File: src/source/stream_fifo.sv
`timescale 1ns/10ps

module stream_fifo #(
	parameter type payload_t = logic [7:0],
	parameter int DEPTH = 4
) (
	input logic CLOCK_50_I,
	input logic Resetn,
	input payload_t wr_data,
	input logic wr_valid,
	output logic wr_ready,
	output payload_t rd_data,
	output logic rd_valid,
	input logic rd_ready,
	output logic [$clog2(DEPTH + 1)-1:0] count
);

	localparam int PTR_W = (DEPTH > 1) ? $clog2(DEPTH) : 1;
	localparam int CNT_W = $clog2(DEPTH + 1);

	payload_t mem [DEPTH];
	logic [PTR_W-1:0] wr_ptr, rd_ptr;
	logic [CNT_W-1:0] count_next;
	logic push, pop;

	assign push = wr_valid && wr_ready;
	assign pop = rd_valid && rd_ready;
	assign rd_valid = (count != '0);
	assign rd_data = mem[rd_ptr];

	always_comb begin
		count_next = count;
		if (push && !pop) begin
			count_next = count + 1'b1;
		end else if (pop && !push) begin
			count_next = count - 1'b1;
		end
	end

	// ready is registered so it stays low through reset
	always_ff @(posedge CLOCK_50_I or negedge Resetn) begin
		if (!Resetn) begin
			wr_ptr <= '0;
			rd_ptr <= '0;
			count <= '0;
			wr_ready <= 1'b0;
		end else begin
			if (push) begin
				wr_ptr <= (wr_ptr == PTR_W'(DEPTH - 1)) ? '0 : wr_ptr + 1'b1;
			end
			if (pop) begin
				rd_ptr <= (rd_ptr == PTR_W'(DEPTH - 1)) ? '0 : rd_ptr + 1'b1;
			end
			count <= count_next;
			wr_ready <= (count_next != CNT_W'(DEPTH));
		end
	end

	always_ff @(posedge CLOCK_50_I) begin
		if (push) begin
			mem[wr_ptr] <= wr_data;
		end
	end

endmodule

File: config.mk
export PLATFORM = sky130hd
export DESIGN_NAME = stream_fifo
export DESIGN_NICKNAME = d
export VERILOG_FILES = /design/src/source/stream_fifo.sv
export SDC_FILE = /design/constraint.sdc
export NUM_CORES = 1
export LEC_CHECK = 0
export ABC_AREA = 1
export BUFFER_PORTS_ARGS = -buffer_cell sky130_fd_sc_hd__buf_2
export CORE_ASPECT_RATIO = 1.75
export CORE_MARGIN = 4
export CORE_UTILIZATION = 50
export DETAILED_ROUTE_END_ITERATION = 8
export PLACE_DENSITY = 0.74
export RECOVER_POWER = 50
export SYNTH_ARGS = -nofsm -noshare
export SYNTH_HDL_FRONTEND = slang
export SYNTH_SLANG_ARGS = --single-unit
File: constraint.sdc
create_clock -name CLOCK_50_I -period 1.4 [get_ports CLOCK_50_I]
set_clock_uncertainty 0.1 [all_clocks]
set_input_delay 0.28 -clock CLOCK_50_I [delete_from_list [all_inputs] [get_ports CLOCK_50_I]]
set_output_delay 0.28 -clock CLOCK_50_I [all_outputs]
set_load 0.02 [all_outputs]
==> results by group <==
Status
  • Status: finished with violations
  • Failing checks: negative setup slack

GRT
  • GRT overflow: 0
  • GRT Total Usage: 18.7%
  • Initial antenna violation count: 0
  • First-pass GRT wire length: 6120 um
  • Largest net degree at the start of global routing: 18
  • Number of global-route vias before repair: 1,312

CTS
  • Clk Tree Root Cell: clkbuf_8
  • Htree depth: 2
  • Clk buf depth: 2
  • CTS tree: built
  • Clk slew on worst S/H paths: 0.07 ns
  • TritonCTS Buffers: 5
  • Worst-Skew Late Latency: 0.28 ns
  • Clock Sinks: 40

Yosys
  • Post-synthesis adder-cell area fraction: 5.80%
  • Yosys warnings: 0
  • Synthesized area: 0.00173 sq mm
  • Mean area per synthesized cell: 12.2 sq um
  • Post-Synth Simple-Gate Area: 13.3%
  • Yosys reg bits: 40
  • Synth Area in XOR/XNOR: 0.507%
  • Sequential share of the synthesized area: 67.2%
  • Post-synth cell types: 21
  • Mapped Cells: 141
  • Synth Area in Compound Gates: 8.99%
  • Mux cell area share after synthesis: 0%
  • Syn_nets: 161
  • Largest family of logic cells by synthesized area: simple AND/OR/NAND/NOR gates

Drt
  • Router iterations before antenna repair: 4
  • Post-route ant nets: 0
  • Via density: 5.16
  • WL/cell: 15.9 um
  • Routed wire length: 3780 um
  • Vias: 1,228
  • Drt initial violations: 24
  • DRC: 0

Setup path
  • Worst path buffer plus inverter count: 3
  • Kind of cell adding the most delay to the critical path: flip-flops
  • Most used cell, CP: buf_6
  • Worst-path cell chain: buf_6, buf_6, nor2_4, o22ai_2, buf_6
  • Flop2flop setup slack: -0.08 ns
  • CP max stage delay: 0.46 ns
  • Cells on worst reg2reg path: 7
  • Slowest-stage cell, CP: dfrtp_2
  • Terminus of the critical flop-to-flop path: rd_ptr[0]
  • Worst path arrival time: 1.33 ns
  • CP Launch Type: register
  • Req. time, crit path: 1.02 ns
  • Worst-path fanout max: 7
  • CP Class: register to output pin
  • Crit Reg-Reg Startpoint: rd_ptr[0]
  • Critical path endpoint category: output pin

Layout
  • Antenna diode count: 0
  • Non-filler instance count after layout: 238
  • Layout Nets: 212
  • Layout cell share with drive strength beyond 1: 49.7%
  • Area Overhead vs Synth: 40.4%
  • Fin util: 72.1%
  • Fill cell count: 235
  • Final instance area: 0.00242 sq mm

STA
  • Worst slew pin tran: 0.475 ns
  • Slew HR: 68.4%
  • Max Freq: 0.583 GHz
  • Period minus WS final: 1.71 ns
  • Final hold violations: 0
  • Final count of pins violating max slew: 0
  • Setup violators final: 11
  • Final period util: 122%
  • Unrepaired setup endpoints after global routing: true
  • Setup tns final: -2.40 ns
  • Setup ws final: -0.315 ns

Min path
  • HP Start: wr_data[1]
  • Worst hold path class: input port to register
  • Hold depth: 1
  • WHS Endpoint: mem[0][1]

Floorplan
  • Placeable Area: 0.00336 sq mm
  • Die area: 0.00449 sq mm
  • IO Pins: 25
  • Die height: 85.7 um
  • Starting density of the core: 51.3%
  • Num rows: 28
  • Die Wd: 52.4 um

Power
  • PD cells: 2480 mW/mm^2
  • Max VDD drop: 1.61 mV
  • Leakage: 0.965 nW

Placement
  • GP Congestion: 0.726
  • Inst Count DP: 223
  • Placed cell area: 0.00208 sq mm
  • Post-DP HPWL: 2510 um
  • Port Buffers: 24
  • Pre-CTS setup slack: -0.0874 ns

Run
  • MaxCap Viol Count: 0
==> cell families after synthesis <==
logic type / count (synthesis)
AND/OR/NAND/NOR: 46
flip-flops: 40
AO/OA/AOI/OAI: 29
buffers and inverters: 17
adder cells (fa/ha/maj): 8
XOR/XNOR: 1
==> where the power goes <==
part	total, mW	internal [mW]	switching (mW)
clock	0.997	0.628	0.369
sequential	1.82	1.63	0.186
combinational	3.19	1.44	1.74
==> worst register-to-register path, cell delays in order (launching register included) <==
cell	delay (ns)
dfrtp_2	0.46
buf_6	0.16
buf_4	0.13
buf_6	0.11
ha_2	0.17
nor2_2	0.12
nor2_1	0.06
a21oi_1	0.10
==> layer usage <==
metal	part of all wire [%]	global-route usage [%]
met1	36	19.9
met2	58	33.4
met3	3.7	3.65
met4	2.1	9.77
met5	0	0
==> stage by stage <==
stage	hold WS, ns	power [mW]
6_report	0.144	6.00
3_5_place_dp	0.0401	4.24
4_1_cts	0.0931	5.80
5_1_grt	0.151	6.36
2_1_floorplan	-0.116	3.40
3_3_place_gp	0.0335	4.12
==> layout by cell type, fill, tap and decap left out, types with 4 or more instances in the layout <==
| cell | n |
|---|---|
| nand2_2 | 6 |
| nor2_1 | 13 |
| inv_1 | 5 |
| buf_2 | 5 |
| clkbuf_8 | 7 |
| nor2_4 | 4 |
| o22ai_2 | 8 |
| buf_6 | 13 |
| edfxtp_1 | 32 |
| clkbuf_1 | 9 |
| dfrtp_1 | 5 |
| buf_4 | 18 |
| ha_1 | 6 |
| inv_2 | 6 |
| o21ai_2 | 6 |
| nand2_1 | 6 |
| o21ai_1 | 11 |
| nor2_2 | 7 |
==> repair_timing <==
action / 4_1_cts / 5_1_grt
setup endpoints to repair: 12 / 36
buffers inserted: 2 / 4
pin swaps: 11 / 5
resized for setup: 53 / 17
hold buffers: 1 / 0
endpoints found under the hold margin: 8 / 0
==> area by class of cell <==
| cell class | count | area, sq um | share of cell area, % |
|---|---|---|---|
| Multi-Input combinational cell | 84 | 646 | 26.6 |
| Inverter | 14 | 60.1 | 2.48 |
| Clock buffer | 7 | 96.3 | 3.98 |
| Clock inverter | 1 | 30.0 | 1.24 |
| Timing Repair Buffer | 47 | 370 | 15.3 |
| Tap cell | 45 | 56.3 | 2.32 |
| Sequential cell | 40 | 1160 | 48.1 |
==> worst max-delay path by stage <==
stage / from / to / slack (ns) / cells past startpoint
after floorplan: count[0] / wr_ready / -0.08 / 10
after global placement: rd_ptr[1] / rd_data[0] / -0.08 / 4
after detailed placement: rd_ptr[1] / rd_data[5] / -0.09 / 4
after CTS: rd_ptr[0] / rd_data[3] / -0.29 / 4
after global routing: rd_ptr[0] / rd_data[4] / -0.38 / 4
final: rd_ptr[0] / rd_data[7] / -0.31 / 5
==> sequential cells by signal, summed over array words and instances (netlist names) <==
register	cells
wr_ptr	2
wr_ready	1
mem	32
rd_ptr	2
count	3
==> Yosys cell counts (all sizes together) <==
library cell | instances | share of area (%)
edfxtp | 32 | 56
nor2 | 24 | 5.4
o21ai | 18 | 5.2
nand2 | 15 | 5.3
inv | 13 | 3.0
dfrtp | 8 | 12
ha | 8 | 5.8
o22ai | 8 | 2.9
nand3 | 7 | 2.6
a21oi | 3 | 0.87
buf | 3 | 1.0
clkinv | 1 | 0.22
xor2 | 1 | 0.51
Power figures use the tool's default switching activity.
