[config.mk]
export PLATFORM = sky130hd
export DESIGN_NAME = rgb_word_packer
export DESIGN_NICKNAME = d
export VERILOG_FILES = /design/src/source/yuv_rgb_pkg.sv /design/src/source/rgb_word_packer.sv
export SDC_FILE = /design/constraint.sdc
export NUM_CORES = 1
export LEC_CHECK = 0
export BUFFER_PORTS_ARGS = -buffer_cell sky130_fd_sc_hd__buf_2
export CORE_MARGIN = 4
export CORE_UTILIZATION = 50
export CTS_BUF_LIST = sky130_fd_sc_hd__clkbuf_2
export CTS_CLUSTER_DIAMETER = 50
export DETAILED_ROUTE_END_ITERATION = 8
export PLACE_DENSITY = 0.81
export RECOVER_POWER = 25
export SLEW_MARGIN = 20
export SYNTH_ARGS = -nofsm -noshare
export SYNTH_HDL_FRONTEND = slang
export SYNTH_SLANG_ARGS = --single-unit
export TNS_END_PERCENT = 100
[constraint.sdc]
create_clock -name CLOCK_50_I -period 2.34 [get_ports CLOCK_50_I]
set_input_delay 0.117 -clock CLOCK_50_I [delete_from_list [all_inputs] [get_ports CLOCK_50_I]]
set_output_delay 0.117 -clock CLOCK_50_I [all_outputs]
set_load 0.05 [all_outputs]
[src/source/yuv_rgb_pkg.sv]
package yuv_rgb_pkg;

	// line and lane geometry
	localparam int LINE_PAIRS      = 160;
	localparam int NUM_LANES       = 3;
	localparam int LANE_FIFO_DEPTH = 4;
	localparam int IN_FIFO_DEPTH   = 4;

	// six-tap odd chroma filter, middle tap is subtracted
	localparam int FIR_TAP_OUTER  = 21;
	localparam int FIR_TAP_MIDDLE = 52;
	localparam int FIR_TAP_INNER  = 159;
	localparam int FIR_ROUND      = 128;
	localparam int FIR_SHIFT      = 8;

	// colour conversion in 16-bit fixed point
	localparam int Y_OFFSET  = 16;
	localparam int C_OFFSET  = 128;
	localparam int K_Y       = 76284;
	localparam int K_RV      = 104595;
	localparam int K_GU      = 25624;
	localparam int K_GV      = 53281;
	localparam int K_BU      = 132251;
	localparam int CSC_SHIFT = 16;

	typedef logic [7:0] pixel_t;

	typedef struct packed {
		pixel_t y_even;
		pixel_t y_odd;
		pixel_t u;
		pixel_t v;
	} yuv422_pair_t;

	typedef struct packed {
		pixel_t y_even;
		pixel_t y_odd;
		pixel_t u_even;
		pixel_t v_even;
		pixel_t u_odd;
		pixel_t v_odd;
	} yuv444_pair_t;

	typedef struct packed {
		pixel_t r;
		pixel_t g;
		pixel_t b;
	} rgb_t;

	typedef struct packed {
		rgb_t pix_even;
		rgb_t pix_odd;
	} rgb_pair_t;

	typedef logic [1:0] lane_idx_t;

	// saturate a signed result to the 8-bit sample range
	function automatic pixel_t clip_pixel(input int value);
		if (value < 0) begin
			return 8'd0;
		end
		if (value > 255) begin
			return 8'd255;
		end
		return pixel_t'(value);
	endfunction

endpackage

[src/source/rgb_word_packer.sv]
`timescale 1ns/10ps

module rgb_word_packer (
	input logic CLOCK_50_I,
	input logic Resetn,
	input yuv_rgb_pkg::rgb_pair_t [yuv_rgb_pkg::NUM_LANES-1:0] res_pair,
	input logic [yuv_rgb_pkg::NUM_LANES-1:0] res_valid,
	output logic [yuv_rgb_pkg::NUM_LANES-1:0] res_ready,
	output logic [15:0] out_word,
	output logic out_valid,
	input logic out_ready
);

	import yuv_rgb_pkg::*;

	lane_idx_t rd_ptr, nxt_ptr;
	rgb_pair_t held_pair;
	logic held;
	logic [1:0] phase;
	logic last_word;

	assign nxt_ptr = (rd_ptr == lane_idx_t'(NUM_LANES - 1)) ? '0 : rd_ptr + 2'd1;
	assign last_word = held && out_ready && (phase == 2'd2);
	assign out_valid = held;

	// the lane is popped only once its third word has gone
	always_comb begin
		res_ready = '0;
		res_ready[rd_ptr] = last_word;
	end

	always_comb begin
		case (phase)
			2'd0: out_word = {held_pair.pix_even.r, held_pair.pix_even.g};
			2'd1: out_word = {held_pair.pix_even.b, held_pair.pix_odd.r};
			default: out_word = {held_pair.pix_odd.g, held_pair.pix_odd.b};
		endcase
	end

	always_ff @(posedge CLOCK_50_I or negedge Resetn) begin
		if (!Resetn) begin
			rd_ptr <= '0;
			phase <= 2'd0;
			held <= 1'b0;
		end else begin
			if (last_word) begin
				rd_ptr <= nxt_ptr;
				phase <= 2'd0;
				// next lane loads straight away so words stay back to back
				held <= res_valid[nxt_ptr];
			end else if (held && out_ready) begin
				phase <= phase + 2'd1;
			end else if (!held && res_valid[rd_ptr]) begin
				held <= 1'b1;
			end
		end
	end

	always_ff @(posedge CLOCK_50_I) begin
		if (last_word) begin
			held_pair <= res_pair[nxt_ptr];
		end else if (!held) begin
			held_pair <= res_pair[rd_ptr];
		end
	end

endmodule

==> results.md <==
Die:
- 170 I/O pins were placed.
- The floorplan has 40 rows.
- The total area inside the core boundary comes to 12,100 µm².
- The die covers 14,300 µm².
- The initial standard-cell utilization of the core is 0.515.
- The y dimension of the die is 120 µm.
- From left edge to right edge, the die measures 120 µm.

Cells and area:
- Registers take 1570 µm².
- After the last flow step, the layout net total stands at 957.
- The number of standard cells in the layout, taps in and fillers out is 977.
- The synthesis-to-layout area growth is 17.0%.
- After filler insertion, the fill cell instance count of the layout stands at 1,095.
- The multi-input combinational cells in the finished layout cover a total of 4300 µm².
- The layout cell share with drive strength beyond 1 is 0.376.
- Measured on the finished design, the core utilization comes to 0.603.

Status:
- The run finished with clean final reports.

Worst setup path:
- The critical path contains buffers and inverters numbering 2 combined.
- The start of the worst register-to-register path is rd_ptr[0].
- STA classifies the critical path endpoint as an output pin.
- The largest single stage delay on the critical path is 0.47 ns.
- STA puts the critical path data required time at 2.22 ns.
- In this run the worst path has a maximum fanout of 12.
- For the worst setup path, the data arrival time is 2.09 ns.
- For the worst flop-to-flop path, the logic depth is 4.
- Traced cell by cell, the critical path runs through and4b_4 -> buf_4 -> and3_1 -> buf_2.
- The worst-case register-to-register setup slack is 0.27 ns.
- For this design, the slowest cell found on the critical path is sky130_fd_sc_hd__dfrtp_1.
- The endpoint of the worst register-to-register path is out_valid.
- The worst setup path category is register to output pin.
- On the critical path the largest part of the delay comes from simple AND/OR/NAND/NOR gates.
- The worst setup path is launched from a register.

Route:
- For this block, the initial DRC count from the detailed router was 504.
- The number of remaining DRC errors is 0.
- The routed design has 15.8 mm of wire.
- The routed via count is 5,425.
- The post-route antenna net violation count is 0.
- In the final routed layout, each cell accounts on average for 16.2 µm.
- Using the TritonRoute via totals, the vias-per-cell ratio works out to 5.55.
- The first TritonRoute pass finished after 4 iterations.

Timing:
- The final-report setup violation count is 0.
- The setup slack of the critical path after layout is 0.131 ns.
- The setup TNS is 0 ns.
- Setup repair after global routing left no endpoint under its margin.
- The part of the cycle the worst path needs is 0.944.
- The number of hold violations in the final report is 0.
- The max-slew violation count came to 0.
- The worst slew margin relative to its limit is 0.516.
- The shortest period the worst path allows is 2.21 ns.
- For the final database, setup skew stands at 0.0219 ns.
- For the pin with the worst max-slew slack, the measured transition is 0.726 ns.
- The maximum frequency from static timing analysis is 453 MHz.

Global routing:
- The via count of the first global-routing pass is 4,764.
- The global-route wire length before repair is 24.2 mm.
- The global-route usage over all layers is 0.206.
- The initial antenna violation count is 1.
- Summed over all layers, the global routing overflow is 0.
- Entering global routing, the biggest net connects 81 pins.

Placed design:
- The sum of net half-perimeters after detailed placement is 11.6 mm.
- The count of input and output buffers is 169.
- Routability-driven placement finished with a final weighted congestion of 0.788.
- Timing analysis after detailed placement gives a worst setup slack of 0.387 ns.
- The number of placed instances, taps included, is 963.

CTS:
- At the later pin of the worst-skew pair, clock insertion delay measures 0.44 ns.
- Counting the buffers created by CTS gives 5.
- The post-CTS resize count is 0.
- The H-tree depth is 2.
- The clock net in this run drives a total of 53 sinks.
- The longest clock path from root to sink contains 2 buffers.
- After clock tree synthesis, the clock-pin slew on the worst setup and hold paths is 0.29 ns.
- The CTS tree is done.
- The cell chosen for the clock root is sky130_fd_sc_hd__clkbuf_2.

Synthesis:
- The cell with the most instances after synthesis is sky130_fd_sc_hd__mux2i_1.
- The share of Yosys cell area claimed by the top area cell type is 0.258.
- The largest area contributor in the synthesized netlist is sky130_fd_sc_hd__mux2i_1.
- Synthesis instantiated 26 different standard cells from the library.
- The number of warnings issued by yosys is 0.
- The fraction of synthesis flops using an asynchronous set or reset pin is 0.0943.
- The mean cell area of the mapped netlist is 9.12 µm².
- The number of nets handed over by synthesis was 834.
- The number of standard cells after synthesis is 684.
- By count the netlist is led by sky130_fd_sc_hd__mux2i_1, sky130_fd_sc_hd__nand3b_1, sky130_fd_sc_hd__or3b_2.
- Yosys attributes the largest share of cell area to sky130_fd_sc_hd__mux2i_1, sky130_fd_sc_hd__edfxtp_1, sky130_fd_sc_hd__nand3b_1.
- The sequential share of the synthesized area is 0.251.
- In the synthesized netlist the dominant register cell turns out to be sky130_fd_sc_hd__edfxtp_1.
- The mapped netlist covers 6240 µm².
- The flop and latch count out of synthesis is 53.
- Yosys mapped a number of flops with a built-in enable equal to 48.

Worst hold path:
- The number of cells traversed by the worst hold path is 4.
- The capture endpoint of the worst hold path is held_pair[10].
- The startpoint identified for the worst hold timing path is res_pair[10].
- The tightest min-delay check is of the input port to register type.

Power and ir drop:
- The leakage component of the power is 3.01 nW.
- Power spread over the standard cell area amounts to 1060 nW/µm².
- Across the VDD grid, the largest voltage drop is 603 µV.

Run:
- The total of max-cap violations is 0.
==> worst max-delay path by stage <==
stage	startpoint	endpoint	slack, ns	cells past startpoint
after floorplan	out_valid	held_pair[0]	0.15	4
after global placement	rd_ptr[1]	held_pair[30]	0.42	4
after detailed placement	rd_ptr[1]	held_pair[33]	0.39	4
after CTS	out_valid	res_ready[1]	0.11	4
after global routing	out_valid	res_ready[1]	0.03	4
final	phase[0]	res_ready[1]	0.13	4
==> power by group <==
part	leakage (nW)	internal [mW]	switching (mW)
clock network	0.0327	0.0753	0.309
registers	0.503	1.68	0.343
logic	2.48	2.27	3.09
total	3.01	4.03	3.74
==> cells by family after synthesis <==
kind of cell           synth area share
AND/OR/NAND/NOR                   0.405
buffers and inverters            0.0622
multiplexers                      0.264
flip-flops                        0.251
AO/OA/AOI/OAI                    0.0182
==> worst min-delay path: stages <==
cell                      delay (ns)
sky130_fd_sc_hd__buf_2          0.09
sky130_fd_sc_hd__nand2_1        0.05
sky130_fd_sc_hd__mux2i_1        0.11
sky130_fd_sc_hd__or3_1          0.11
==> flip-flops by register name (all words and copies together) (netlist names) <==
name	count
out_valid	1
rd_ptr	2
held_pair	48
phase	2
==> cell type report <==
cell class,instances,area share
clock inverter,2,0.00137
timing repair buffer,198,0.160
inverter,1,0.000514
multi-input combinational,548,0.589
antenna,1,0.000343
clock buffer,6,0.00411
sequential,53,0.216
tap,168,0.0288
==> timing repair <==
action	4_1_cts	5_1_grt
hold buffers	5	0
buffers inserted	0	0
hold endpoints to repair	7	0
==> per-stage QoR <==
step,cell area [µm²],hold slack [ns],power [mW]
2_1_floorplan,6250,-0.179,6.14
3_3_place_gp,7210,-0.0618,7.31
3_5_place_dp,7210,-0.0563,7.43
4_1_cts,7300,0.0762,7.83
5_1_grt,7300,0.0692,8.33
6_report,7300,0.100,7.77
==> per-layer routing <==
layer | track usage | share of wire
met4 | 0.0329 | 0.0082
met5 | 0 | 0
met3 | 0.0452 | 0.072
met2 | 0.329 | 0.46
met1 | 0.293 | 0.46
==> cells in the final DEF, fill, tap and decap left out, drive strengths merged <==
master         n
buf          188
diode          1
and3           1
nor2           1
dfrtp          5
nand4b         1
and4b          1
edfxtp        48
a21o           2
clkbuf        11
clkinv         2
nand3b       144
mux2i        161
or3b          96
a221oi         1
mux2           3
o21ai         17
nand2         67
inv            1
nor3           2
nor2b          1
dlygate4sd3    5
or3           48
nand2b         1
a21oi          1
Power figures use the tool's default switching activity.
