$ cat config.mk
export PLATFORM = sky130hd
export DESIGN_NAME = chroma_upsampler
export DESIGN_NICKNAME = d
export VERILOG_FILES = /design/src/source/yuv_rgb_pkg.sv /design/src/source/chroma_upsampler.sv
export SDC_FILE = /design/constraint.sdc
export NUM_CORES = 1
export LEC_CHECK = 0
export ABC_CLOCK_PERIOD_IN_PS = 26000
export BUFFER_PORTS_ARGS = -buffer_cell sky130_fd_sc_hd__buf_2
export CAP_MARGIN = 5
export CORE_ASPECT_RATIO = 1.5
export CORE_UTILIZATION = 31
export CTS_CLUSTER_DIAMETER = 30
export DETAILED_ROUTE_END_ITERATION = 10
export PLACE_DENSITY = 0.43
export SLEW_MARGIN = 10
export SYNTH_ARGS = -nofsm -noshare
export SYNTH_HDL_FRONTEND = slang
export SYNTH_SLANG_ARGS = --single-unit
$ cat constraint.sdc
create_clock -name CLOCK_50_I -period 26 [get_ports CLOCK_50_I]
set_input_delay 5.2 -clock CLOCK_50_I [delete_from_list [all_inputs] [get_ports CLOCK_50_I]]
set_output_delay 5.2 -clock CLOCK_50_I [all_outputs]
set_load 0.05 [all_outputs]
$ cat src/source/yuv_rgb_pkg.sv
package yuv_rgb_pkg;

	// line and lane geometry
	localparam int LINE_PAIRS      = 160;
	localparam int NUM_LANES       = 3;
	localparam int LANE_FIFO_DEPTH = 4;
	localparam int IN_FIFO_DEPTH   = 4;

	// six-tap odd chroma filter, middle tap is subtracted
	localparam int FIR_TAP_OUTER  = 21;
	localparam int FIR_TAP_MIDDLE = 52;
	localparam int FIR_TAP_INNER  = 159;
	localparam int FIR_ROUND      = 128;
	localparam int FIR_SHIFT      = 8;

	// colour conversion in 16-bit fixed point
	localparam int Y_OFFSET  = 16;
	localparam int C_OFFSET  = 128;
	localparam int K_Y       = 76284;
	localparam int K_RV      = 104595;
	localparam int K_GU      = 25624;
	localparam int K_GV      = 53281;
	localparam int K_BU      = 132251;
	localparam int CSC_SHIFT = 16;

	typedef logic [7:0] pixel_t;

	typedef struct packed {
		pixel_t y_even;
		pixel_t y_odd;
		pixel_t u;
		pixel_t v;
	} yuv422_pair_t;

	typedef struct packed {
		pixel_t y_even;
		pixel_t y_odd;
		pixel_t u_even;
		pixel_t v_even;
		pixel_t u_odd;
		pixel_t v_odd;
	} yuv444_pair_t;

	typedef struct packed {
		pixel_t r;
		pixel_t g;
		pixel_t b;
	} rgb_t;

	typedef struct packed {
		rgb_t pix_even;
		rgb_t pix_odd;
	} rgb_pair_t;

	typedef logic [1:0] lane_idx_t;

	// saturate a signed result to the 8-bit sample range
	function automatic pixel_t clip_pixel(input int value);
		if (value < 0) begin
			return 8'd0;
		end
		if (value > 255) begin
			return 8'd255;
		end
		return pixel_t'(value);
	endfunction

endpackage

$ cat src/source/chroma_upsampler.sv
`timescale 1ns/10ps

module chroma_upsampler (
	input logic CLOCK_50_I,
	input logic Resetn,
	input yuv_rgb_pkg::yuv422_pair_t in_pair,
	input logic in_valid,
	output logic in_ready,
	output yuv_rgb_pkg::yuv444_pair_t lane_pair,
	output logic [yuv_rgb_pkg::NUM_LANES-1:0] lane_valid,
	input logic [yuv_rgb_pkg::NUM_LANES-1:0] lane_ready
);

	import yuv_rgb_pkg::*;

	localparam int CNT_W = $clog2(LINE_PAIRS);

	typedef struct packed {
		pixel_t y_even;
		pixel_t y_odd;
	} luma_pair_t;

	// window holds chroma of pairs k-2 .. k+3 once pair k+3 is in
	pixel_t u_win [6];
	pixel_t v_win [6];
	pixel_t u_next [6];
	pixel_t v_next [6];
	luma_pair_t y_q [3];

	logic [CNT_W-1:0] pair_cnt;
	logic [1:0] flush_left;
	lane_idx_t disp_ptr;
	logic out_vld;
	logic flushing, preload;
	logic out_free, dispatched;
	logic accept, flush_step, emit;

	function automatic pixel_t fir6(input pixel_t w [6]);
		int acc;
		acc = FIR_TAP_OUTER * (int'(w[0]) + int'(w[5]))
			- FIR_TAP_MIDDLE * (int'(w[1]) + int'(w[4]))
			+ FIR_TAP_INNER * (int'(w[2]) + int'(w[3]))
			+ FIR_ROUND;
		return clip_pixel(acc >>> FIR_SHIFT);
	endfunction

	assign flushing = (flush_left != 2'd0);
	assign preload = !flushing && (pair_cnt == '0);

	// output register is free when empty or being taken this cycle
	assign dispatched = out_vld && lane_ready[disp_ptr];
	assign out_free = !out_vld || lane_ready[disp_ptr];

	assign in_ready = out_free && !flushing;
	assign accept = in_valid && in_ready;
	assign flush_step = flushing && out_free;
	assign emit = (accept && (pair_cnt >= CNT_W'(3))) || flush_step;

	always_comb begin
		for (int i = 0; i < NUM_LANES; i++) begin
			lane_valid[i] = out_vld && (disp_ptr == lane_idx_t'(i));
		end
	end

	// next window: preload at line start, repeat the last sample in the flush
	always_comb begin
		for (int i = 0; i < 5; i++) begin
			u_next[i] = preload ? in_pair.u : u_win[i+1];
			v_next[i] = preload ? in_pair.v : v_win[i+1];
		end
		u_next[5] = flushing ? u_win[5] : in_pair.u;
		v_next[5] = flushing ? v_win[5] : in_pair.v;
	end

	always_ff @(posedge CLOCK_50_I or negedge Resetn) begin
		if (!Resetn) begin
			pair_cnt <= '0;
			flush_left <= 2'd0;
			disp_ptr <= '0;
			out_vld <= 1'b0;
		end else begin
			if (dispatched) begin
				disp_ptr <= (disp_ptr == lane_idx_t'(NUM_LANES - 1)) ? '0 : disp_ptr + 2'd1;
			end
			if (emit) begin
				out_vld <= 1'b1;
			end else if (dispatched) begin
				out_vld <= 1'b0;
			end
			if (accept) begin
				if (pair_cnt == CNT_W'(LINE_PAIRS - 1)) begin
					pair_cnt <= '0;
					flush_left <= 2'd3;
				end else begin
					pair_cnt <= pair_cnt + 1'b1;
				end
			end
			if (flush_step) begin
				flush_left <= flush_left - 2'd1;
			end
		end
	end

	always_ff @(posedge CLOCK_50_I) begin
		if (accept || flush_step) begin
			u_win <= u_next;
			v_win <= v_next;
			y_q[0] <= y_q[1];
			y_q[1] <= y_q[2];
			if (accept) begin
				y_q[2] <= '{y_even: in_pair.y_even, y_odd: in_pair.y_odd};
			end
		end
		// oldest queued luma goes out with the centred chroma
		if (emit) begin
			lane_pair.y_even <= y_q[0].y_even;
			lane_pair.y_odd <= y_q[0].y_odd;
			lane_pair.u_even <= u_next[2];
			lane_pair.v_even <= v_next[2];
			lane_pair.u_odd <= fir6(u_next);
			lane_pair.v_odd <= fir6(v_next);
		end
	end

endmodule

==> qor.txt <==
Area Growth Syn to Fin: 11.5%
Diode count: 0
DRC violations left: 0
Fmax: 0.0742 GHz
Post-Synthesis Cells: 1679
Mean area per synthesized cell: 10.2 µm²
CP Data Arrival Time: 13810 ps
Clock Sinks: 189
Initial antenna violation count: 2
Worst-Margin Slew: 978 ps
CTS tree: built
Status: finished, final reports clean
Max-Cap Viols: 0
Synth Warn #: 0
H-tree Lvls: 4
Crit path largest cell delay: 750 ps
Grt total ovfl: 0
Crit path top cell by count: ha_1
Starting DRT DRC Count: 370
DR vias: 11500
Final hold vios: 0
Post-synthesis register bit count: 189
Finish-stage setup viols: 0
EDFF count, synth: 176
Final min period: 13470 ps
Fillers: 5541
Clock transition at path regs: 80 ps
CTS Buf Count: 17
Tot GR Track Use: 14.9%
Unrepaired setup endpoints after global routing: false
Post-synth ARST share: 6.88%
Post-DP HPWL: 32.3 mm
Post-CTS Setup Inserts: 0
Hold_buf cts: 0
IO Pins: 90
Rows: 105
Final GP Congestion: 0.796
Worst Path Max Fanout: 8
Vias in the first global route: 12700
Syn nets: 2124
Antenna Violating Nets Remaining: 0
Kind of critical path: input pin to flop
Main flop type after synthesis: edfxtp_1
Starting density of the core: 31.4%
Port bufs: 89
Rel. slew slack: 34.8%
CTS resizes: 0
Total detailed-routing wirelength: 39.8 mm
Via density: 4.63
Setup total negative slack: 0 ps
Placement Setup Slack: 11990 ps
Layout cells sized above 1: 8.86%
Final worst slack: 12530 ps
Worst skew pair latency: 470 ps
Yosys cell types: 58
Period Utilization, post-route: 51.8%
Core region area: 54800 µm²
Largest net degree at the start of global routing: 83
Slowest stage cell, crit path: o41ai_1
DRT Pass-1 Iters: 5
Max Slew Vio Count: 0
Die height: 290 µm
Register area share after synthesis: 32.6%
CP required: 26340 ps
First-pass GRT wire length: 65.3 mm
Clk root buf: clkbuf_16
Mapped Area: 17200 µm²
Hold crit path type: flop to flop
Worst setup SP type: input pin
Die area: 56400 µm²
DR WL/cell: 16.0 µm
Chip Width: 194 µm
Final Skew: 12.5 ps
Fin nets: 2228
Clk buf depth: 2
Element type at the critical path end: flop
-- final timing paths --
| check | start | end | slack (ps) | cells past startpoint |
|---|---|---|---|---|
| hold reg to reg | y_q[2][6]$_DFFE_PP_ | y_q[1][6]$_DFFE_PP_ | 420 | 0 |
| setup reg to reg | pair_cnt[3]$_DFFE_PN0P_ | lane_pair[0]$_SDFFCE_PN0P_ | 15470 | 36 |
| hold / removal | y_q[2][6]$_DFFE_PP_ | y_q[1][6]$_DFFE_PP_ | 420 | 0 |
| setup / recovery | in_pair[1] | lane_pair[0]$_SDFFCE_PN0P_ | 12530 | 36 |
| max in group asynchronous | Resetn | pair_cnt[2]$_DFFE_PN0P_ | 21120 | 1 |
| min in group asynchronous | Resetn | pair_cnt[6]$_DFFE_PN0P_ | 4620 | 1 |
-- synth_stat cells, types with 3 or more instances --
| cell type | n | area (µm²) |
|---|---|---|
| a211oi_1 | 3 | 22.5 |
| a21o_1 | 43 | 323 |
| a21oi_1 | 76 | 380 |
| a221o_1 | 3 | 30.0 |
| a31oi_1 | 7 | 43.8 |
| a41o_1 | 4 | 40.0 |
| and2_1 | 13 | 81.3 |
| and3_1 | 7 | 43.8 |
| clkbuf_1 | 9 | 33.8 |
| dfrtp_1 | 13 | 325 |
| edfxtp_1 | 176 | 5290 |
| fa_1 | 96 | 1920 |
| ha_1 | 311 | 3890 |
| inv_1 | 321 | 1200 |
| mux2_2 | 14 | 158 |
| mux2i_1 | 5 | 50.1 |
| nand2_1 | 221 | 830 |
| nand2b_1 | 7 | 43.8 |
| nand3_1 | 19 | 95.1 |
| nand4_1 | 3 | 18.8 |
| nor2_1 | 46 | 173 |
| nor2b_1 | 17 | 106 |
| nor3_1 | 11 | 55.1 |
| o21a_1 | 20 | 150 |
| o21ai_0 | 28 | 140 |
| o21bai_1 | 17 | 128 |
| o311a_1 | 4 | 40.0 |
| o31a_1 | 3 | 26.3 |
| or2_2 | 7 | 43.8 |
| or3_1 | 6 | 37.5 |
| xnor2_1 | 84 | 736 |
| xor2_1 | 46 | 403 |
-- kinds of logic after synthesis --
kind of cell,Yosys count,share of synthesized area (%)
DFF,189,32.6
AOI/OAI and AO/OA,234,9.07
buffers and inverters,334,7.30
adders and majority gates,407,33.8
and+or+nand+nor,366,9.37
muxes,19,1.21
xor gates and xnor gates,130,6.62
-- cell usage in the layout (no fill, tap or decap), types with 17 or more instances in the layout --
| cell type | count |
|---|---|
| inv_1 | 321 |
| ha_1 | 311 |
| nand2_1 | 220 |
| edfxtp_1 | 176 |
| fa_1 | 96 |
| buf_2 | 89 |
| xnor2_1 | 84 |
| a21oi_1 | 76 |
| nor2_1 | 46 |
| xor2_1 | 46 |
| a21o_1 | 43 |
| o21ai_0 | 27 |
| o21a_1 | 20 |
| nand3_1 | 18 |
| nor2b_1 | 17 |
| o21bai_1 | 17 |
| clkbuf_16 | 17 |
-- state kept, by name, summed over array words and instances, names as in the netlist --
name / flops
disp_ptr: 2
flush_left: 2
lane_pair: 48
out_vld: 1
pair_cnt: 8
u_win: 40
v_win: 40
y_q: 48
-- worst max-delay path: cells and delay by family --
kind | cells | cell delay, ps
fa+ha+maj | 9 | 3380
compound gates | 12 | 3130
simple gates | 6 | 1140
xor+xnor | 3 | 490
buf+inv | 6 | 430
-- cell type report --
cell class	count	area, µm²	share of cell area (%)
Inverter	322	1210	6.31
Clock buffer	17	425	2.22
Tap cell	695	870	4.54
Multi-Input combinational cell	1156	10400	54.0
Clock inverter	14	190	0.992
Sequential cell	189	5610	29.3
Timing Repair Buffer	97	505	2.64
-- per-layer routing --
layer,vias to the layer above,GRT usage (%),part of all wire [%]
met5,-,0,0.068
met4,4,4.99,2.4
met3,45,1.88,1.6
met2,105,30.4,57
met1,5543,15.2,39
li1,5826,-,-
-- stage by stage --
| step | hold slack [ps] | util (%) | area, µm² | instances |
|---|---|---|---|---|
| 2_1_floorplan | 400 | - | 17200 | 1679 |
| 3_3_place_gp | 401 | 33.9 | 18600 | 2459 |
| 3_5_place_dp | 405 | 33.9 | 18600 | 2459 |
| 4_1_cts | 421 | 35.0 | 19200 | 2490 |
| 5_1_grt | 428 | 35.0 | 19200 | 2490 |
| 6_report | 417 | 35.0 | 19200 | 2490 |
Power is not shown: default switching activity piles up to over one toggle a cycle in this logic, so the estimate is an artifact.
