===== src/source/yuv_rgb_pkg.sv =====
package yuv_rgb_pkg;

	// line and lane geometry
	localparam int LINE_PAIRS      = 160;
	localparam int NUM_LANES       = 3;
	localparam int LANE_FIFO_DEPTH = 4;
	localparam int IN_FIFO_DEPTH   = 4;

	// six-tap odd chroma filter, middle tap is subtracted
	localparam int FIR_TAP_OUTER  = 21;
	localparam int FIR_TAP_MIDDLE = 52;
	localparam int FIR_TAP_INNER  = 159;
	localparam int FIR_ROUND      = 128;
	localparam int FIR_SHIFT      = 8;

	// colour conversion in 16-bit fixed point
	localparam int Y_OFFSET  = 16;
	localparam int C_OFFSET  = 128;
	localparam int K_Y       = 76284;
	localparam int K_RV      = 104595;
	localparam int K_GU      = 25624;
	localparam int K_GV      = 53281;
	localparam int K_BU      = 132251;
	localparam int CSC_SHIFT = 16;

	typedef logic [7:0] pixel_t;

	typedef struct packed {
		pixel_t y_even;
		pixel_t y_odd;
		pixel_t u;
		pixel_t v;
	} yuv422_pair_t;

	typedef struct packed {
		pixel_t y_even;
		pixel_t y_odd;
		pixel_t u_even;
		pixel_t v_even;
		pixel_t u_odd;
		pixel_t v_odd;
	} yuv444_pair_t;

	typedef struct packed {
		pixel_t r;
		pixel_t g;
		pixel_t b;
	} rgb_t;

	typedef struct packed {
		rgb_t pix_even;
		rgb_t pix_odd;
	} rgb_pair_t;

	typedef logic [1:0] lane_idx_t;

	// saturate a signed result to the 8-bit sample range
	function automatic pixel_t clip_pixel(input int value);
		if (value < 0) begin
			return 8'd0;
		end
		if (value > 255) begin
			return 8'd255;
		end
		return pixel_t'(value);
	endfunction

endpackage


===== src/source/stream_fifo.sv =====
`timescale 1ns/10ps

module stream_fifo #(
	parameter type payload_t = logic [7:0],
	parameter int DEPTH = 4
) (
	input logic CLOCK_50_I,
	input logic Resetn,
	input payload_t wr_data,
	input logic wr_valid,
	output logic wr_ready,
	output payload_t rd_data,
	output logic rd_valid,
	input logic rd_ready,
	output logic [$clog2(DEPTH + 1)-1:0] count
);

	localparam int PTR_W = (DEPTH > 1) ? $clog2(DEPTH) : 1;
	localparam int CNT_W = $clog2(DEPTH + 1);

	payload_t mem [DEPTH];
	logic [PTR_W-1:0] wr_ptr, rd_ptr;
	logic [CNT_W-1:0] count_next;
	logic push, pop;

	assign push = wr_valid && wr_ready;
	assign pop = rd_valid && rd_ready;
	assign rd_valid = (count != '0);
	assign rd_data = mem[rd_ptr];

	always_comb begin
		count_next = count;
		if (push && !pop) begin
			count_next = count + 1'b1;
		end else if (pop && !push) begin
			count_next = count - 1'b1;
		end
	end

	// ready is registered so it stays low through reset
	always_ff @(posedge CLOCK_50_I or negedge Resetn) begin
		if (!Resetn) begin
			wr_ptr <= '0;
			rd_ptr <= '0;
			count <= '0;
			wr_ready <= 1'b0;
		end else begin
			if (push) begin
				wr_ptr <= (wr_ptr == PTR_W'(DEPTH - 1)) ? '0 : wr_ptr + 1'b1;
			end
			if (pop) begin
				rd_ptr <= (rd_ptr == PTR_W'(DEPTH - 1)) ? '0 : rd_ptr + 1'b1;
			end
			count <= count_next;
			wr_ready <= (count_next != CNT_W'(DEPTH));
		end
	end

	always_ff @(posedge CLOCK_50_I) begin
		if (push) begin
			mem[wr_ptr] <= wr_data;
		end
	end

endmodule


===== src/source/csc_lane.sv =====
`timescale 1ns/10ps

module csc_lane (
	input logic CLOCK_50_I,
	input logic Resetn,
	input yuv_rgb_pkg::yuv444_pair_t pair_in,
	input logic pair_valid,
	output logic pair_ready,
	output yuv_rgb_pkg::rgb_pair_t res_pair,
	output logic res_valid,
	input logic res_ready
);

	import yuv_rgb_pkg::*;

	localparam int CNT_W = $clog2(LANE_FIFO_DEPTH + 1);

	typedef struct packed {
		logic signed [8:0] y;
		logic signed [8:0] u;
		logic signed [8:0] v;
	} yuv_s_t;

	typedef struct packed {
		logic signed [31:0] y;
		logic signed [31:0] rv;
		logic signed [31:0] gu;
		logic signed [31:0] gv;
		logic signed [31:0] bu;
	} prod_t;

	// index 0 is the even pixel, 1 the odd
	yuv_s_t [1:0] s1_q;
	prod_t [1:0] s2_q;
	rgb_pair_t s3_q;
	logic s1_v, s2_v, s3_v;
	logic [1:0] in_flight;
	logic [CNT_W-1:0] fifo_count;
	logic fifo_wr_ready;
	logic accept;

	function automatic yuv_s_t remove_offsets(input pixel_t y, input pixel_t u, input pixel_t v);
		yuv_s_t s;
		s.y = 9'($signed({1'b0, y}) - Y_OFFSET);
		s.u = 9'($signed({1'b0, u}) - C_OFFSET);
		s.v = 9'($signed({1'b0, v}) - C_OFFSET);
		return s;
	endfunction

	function automatic prod_t products(input yuv_s_t s);
		prod_t p;
		p.y = s.y * K_Y;
		p.rv = s.v * K_RV;
		p.gu = s.u * K_GU;
		p.gv = s.v * K_GV;
		p.bu = s.u * K_BU;
		return p;
	endfunction

	function automatic rgb_t combine(input prod_t p);
		rgb_t c;
		c.r = clip_pixel((p.y + p.rv) >>> CSC_SHIFT);
		c.g = clip_pixel((p.y - p.gu - p.gv) >>> CSC_SHIFT);
		c.b = clip_pixel((p.y + p.bu) >>> CSC_SHIFT);
		return c;
	endfunction

	// credits cover the three stages so the FIFO never overflows
	assign in_flight = {1'b0, s1_v} + {1'b0, s2_v} + {1'b0, s3_v};
	assign pair_ready = fifo_wr_ready
		&& (int'(fifo_count) + int'(in_flight) < LANE_FIFO_DEPTH);
	assign accept = pair_valid && pair_ready;

	always_ff @(posedge CLOCK_50_I or negedge Resetn) begin
		if (!Resetn) begin
			s1_v <= 1'b0;
			s2_v <= 1'b0;
			s3_v <= 1'b0;
		end else begin
			s1_v <= accept;
			s2_v <= s1_v;
			s3_v <= s2_v;
		end
	end

	always_ff @(posedge CLOCK_50_I) begin
		if (accept) begin
			s1_q[0] <= remove_offsets(pair_in.y_even, pair_in.u_even, pair_in.v_even);
			s1_q[1] <= remove_offsets(pair_in.y_odd, pair_in.u_odd, pair_in.v_odd);
		end
		if (s1_v) begin
			s2_q[0] <= products(s1_q[0]);
			s2_q[1] <= products(s1_q[1]);
		end
		if (s2_v) begin
			s3_q.pix_even <= combine(s2_q[0]);
			s3_q.pix_odd <= combine(s2_q[1]);
		end
	end

	stream_fifo #(
		.payload_t(rgb_pair_t),
		.DEPTH(LANE_FIFO_DEPTH)
	) u_res_fifo (
		.CLOCK_50_I(CLOCK_50_I),
		.Resetn(Resetn),
		.wr_data(s3_q),
		.wr_valid(s3_v),
		.wr_ready(fifo_wr_ready),
		.rd_data(res_pair),
		.rd_valid(res_valid),
		.rd_ready(res_ready),
		.count(fifo_count)
	);

endmodule


===== config.mk =====
export PLATFORM = sky130hd
export DESIGN_NAME = csc_lane
export DESIGN_NICKNAME = d
export VERILOG_FILES = /design/src/source/yuv_rgb_pkg.sv /design/src/source/stream_fifo.sv /design/src/source/csc_lane.sv
export SDC_FILE = /design/constraint.sdc
export NUM_CORES = 2
export LEC_CHECK = 0
export BUFFER_PORTS_ARGS = -buffer_cell sky130_fd_sc_hd__buf_2
export CAP_MARGIN = 5
export CORE_AREA = 2 2 224 391
export DETAILED_ROUTE_END_ITERATION = 16
export DIE_AREA = 0 0 226 393
export PLACE_DENSITY = 0.68
export SLEW_MARGIN = 20
export SYNTH_ARGS = -nofsm -noshare
export SYNTH_HDL_FRONTEND = slang
export SYNTH_HIERARCHICAL = 1
export SYNTH_SLANG_ARGS = --single-unit

===== constraint.sdc =====
create_clock -name CLOCK_50_I -period 15.2 [get_ports CLOCK_50_I]
set_input_delay 3.8 -clock CLOCK_50_I [delete_from_list [all_inputs] [get_ports CLOCK_50_I]]
set_output_delay 3.8 -clock CLOCK_50_I [all_outputs]
set_load 0.01 [all_outputs]

==> impl_metrics.json <==
{
  "syn_nets": 4850,
  "ys_async_sr_fraction_pct": 2.01,
  "fmax_mhz": 153,
  "synthCells": 3666,
  "grt_pass1_wl_um": 155000,
  "tritoncts": "yes",
  "slowest_delay_ps": 800,
  "path_delay_family": "flip-flops",
  "synth-compound-area-share_pct": 8.69,
  "die-area_sq_um": 88800,
  "register_area_sq_um": 16400,
  "n_antenna_cell": 0,
  "cp-end-kind": "output port",
  "path_max_fanout": 43,
  "drive_gt1_share_pct": 8.08,
  "dpl-instance-area_sq_um": 46000,
  "drt_first_iter_violations": 1109,
  "multi_input_area_sq_um": 25400,
  "grt_start_max_net_pins": 85,
  "cts_hold_buf": 0,
  "io_pins": 102,
  "path_buf_inv": 3,
  "path_clk_slew_ps": 60,
  "stdcell_area_sq_um": 47800,
  "clock-sinks": 547,
  "synthFlopType": "edfxtp_1",
  "worstPathRequired_ps": 11400,
  "syn_avg_cell_area_sq_um": 12.0,
  "critical_path_depth": 6,
  "post-route-util_pct": 55.9,
  "syn-cell-area_sq_um": 44100,
  "cts_root_buf": "clkbuf_16",
  "tightestPinTransition_ps": 1050,
  "place_congestion": 0.926,
  "min_period_over_period_pct": 43.0,
  "crit_type": "reg2out",
  "finalSetupViolCount": 0,
  "finalNetCount": 5002,
  "relSlewSlack_pct": 30.0,
  "antenna_found_initial": 0,
  "cts-htree-levels": 2,
  "worst_path_most_repeated_cell": "inv_1",
  "drt-pass1-iter-count": 5,
  "numCtsBuffers": 53,
  "startpoint_type": "register",
  "yosys-mux-area-fraction_pct": 2.68,
  "vias": 27500,
  "cts_post_setup_buffers_inserted": 0,
  "yosys.area_share.adder_pct": 36.3,
  "status": "finished, final reports clean",
  "synth.ff_latch_count": 547,
  "num-fill-cells": 7106,
  "crit_arrival_ps": 2740,
  "wl_per_cell_um": 19.8,
  "grt_usage_pct": 23.1,
  "rsz0062_at_grt": "no",
  "finalHoldViolCount": 0,
  "grt_pass1_vias": 29200,
  "ys_top_cells_by_count": "ha_1, inv_1, edfxtp_1",
  "yosys-top-cells-area": "edfxtp_1, ha_1, fa_1, inv_1, xnor2_1",
  "ant_nets": 0,
  "core_sq_um": 85500,
  "overflow": 0,
  "critPathSlowestCell": "dfrtp_4",
  "yosysWarnings": 6,
  "dp_hpwl_um": 80700,
  "seq_area_frac_synth_pct": 37.1,
  "drv_slew": 0,
  "worst_skew_pair.late_latency_ps": 660,
  "synth_edf_count": 536,
  "fp.dieW_um": 226,
  "yosys.area.top_type": "edfxtp_1",
  "rows": 142,
  "maxCapViolCount": 0,
  "synth-simple-area-share_pct": 5.87,
  "start_util_pct": 51.6,
  "synth.top_cell.area_share_pct": 36.5,
  "syn2layout_area_growth_pct": 8.39,
  "port_buffers": 101,
  "die_y_um": 393,
  "synth_most_common_cell": "ha_1",
  "drc_errors": 0,
  "period_needed_ps": 6540,
  "finalSetupTns_ps": 0,
  "cts_resized": 0,
  "min_path_cells": 0,
  "fin_skew_ps": 28.0,
  "crit_chain": "inv_1, fa_1, inv_1, ha_1, a31oi_1, buf_2",
  "yosys.area_share.xor_xnor_pct": 4.15,
  "routed_via_density": 5.50,
  "ys_types": 84,
  "synth_top_family_by_area": "adder cells",
  "hp-class": "reg2reg",
  "clk_path_buf_depth": 3,
  "drt-total-wl_um": 99300,
  "rr_worst_depth": 19
}
[path summary, 6_finish.rpt]
path / start / to / slack, ps
worst min register to register: s3_q[27] / u_res_fifo/mem[2][27] / 490
worst min-delay path: s3_q[27] / u_res_fifo/mem[2][27] / 490
worst max register to register: s1_q[43] / s2_q[186] / 9340
min in group asynchronous: Resetn / u_res_fifo/count[1] / 3020
max in group asynchronous: Resetn / s1_v / 11920
worst max-delay path: s1_v / pair_ready / 8660
[state kept, by name, indices dropped and copies added, names as in the netlist]
register / flops
s1_v: 1
s1_q: 50
u_res_fifo/mem: 192
u_res_fifo/rd_ptr: 2
s3_q: 48
s2_v: 1
u_res_fifo/count: 3
s3_v: 1
u_res_fifo/wr_ptr: 2
u_res_fifo/wr_ready: 1
s2_q: 246
[final cells by class]
cell class / count / share of cell area (%)
multi-input combinational: 2518 / 53.2
sequential: 547 / 34.3
inverter: 584 / 4.59
tap: 1152 / 3.02
clock buffer: 62 / 2.85
timing repair buffer: 114 / 1.30
clock inverter: 36 / 0.720
[stage by stage]
step | instances | setup WS, ps | hold WS (ps)
3_5_place_dp | 4914 | 9270 | 486
4_1_cts | 5012 | 8550 | 501
2_1_floorplan | 3666 | 4500 | 459
3_3_place_gp | 4914 | 9240 | 478
5_1_grt | 5013 | 8440 | 525
6_report | 5013 | 8660 | 493
[worst register-to-register path, delay by kind of cell, from the launching register on]
kind,cells,cell delay (ps)
buffers and inverters,3,260
xor gates and xnor gates,1,150
and+or+nand+nor,2,160
adders and majority gates,6,2440
AOI/OAI and AO/OA,7,1630
DFF,1,960
[kinds of logic after synthesis]
group	Yosys count
AOI/OAI and AO/OA	585
xor gates and xnor gates	209
and+or+nand+nor	527
DFF	547
muxes	57
buffers and inverters	601
adders and majority gates	1140
[layout by cell type (no fill, tap or decap), drive strengths merged, types with 67 or more instances in the layout]
cell type	instances
nor3	76
a21oi	176
xnor2	146
edfxtp	536
a21o	67
o21ai	122
nand2	90
fa	233
ha	899
inv	589
nor2	167
buf	114
[routing by layer]
| layer | part of all wire [%] | routed length [um] | GRT usage [%] | vias to the layer above |
|---|---|---|---|---|
| li1 | - | - | - | 13400 |
| met1 | 33 | 33000 | 21.7 | 13400 |
| met2 | 57 | 56800 | 46.6 | 456 |
| met3 | 2.4 | 2410 | 2.18 | 271 |
| met4 | 7.1 | 7060 | 14.5 | 0 |
| met5 | 0 | 0 | 0 | - |
Power is left out: the tool's default activity adds up to more than one toggle a clock period on the data nets, which glitch-free logic cannot reach.
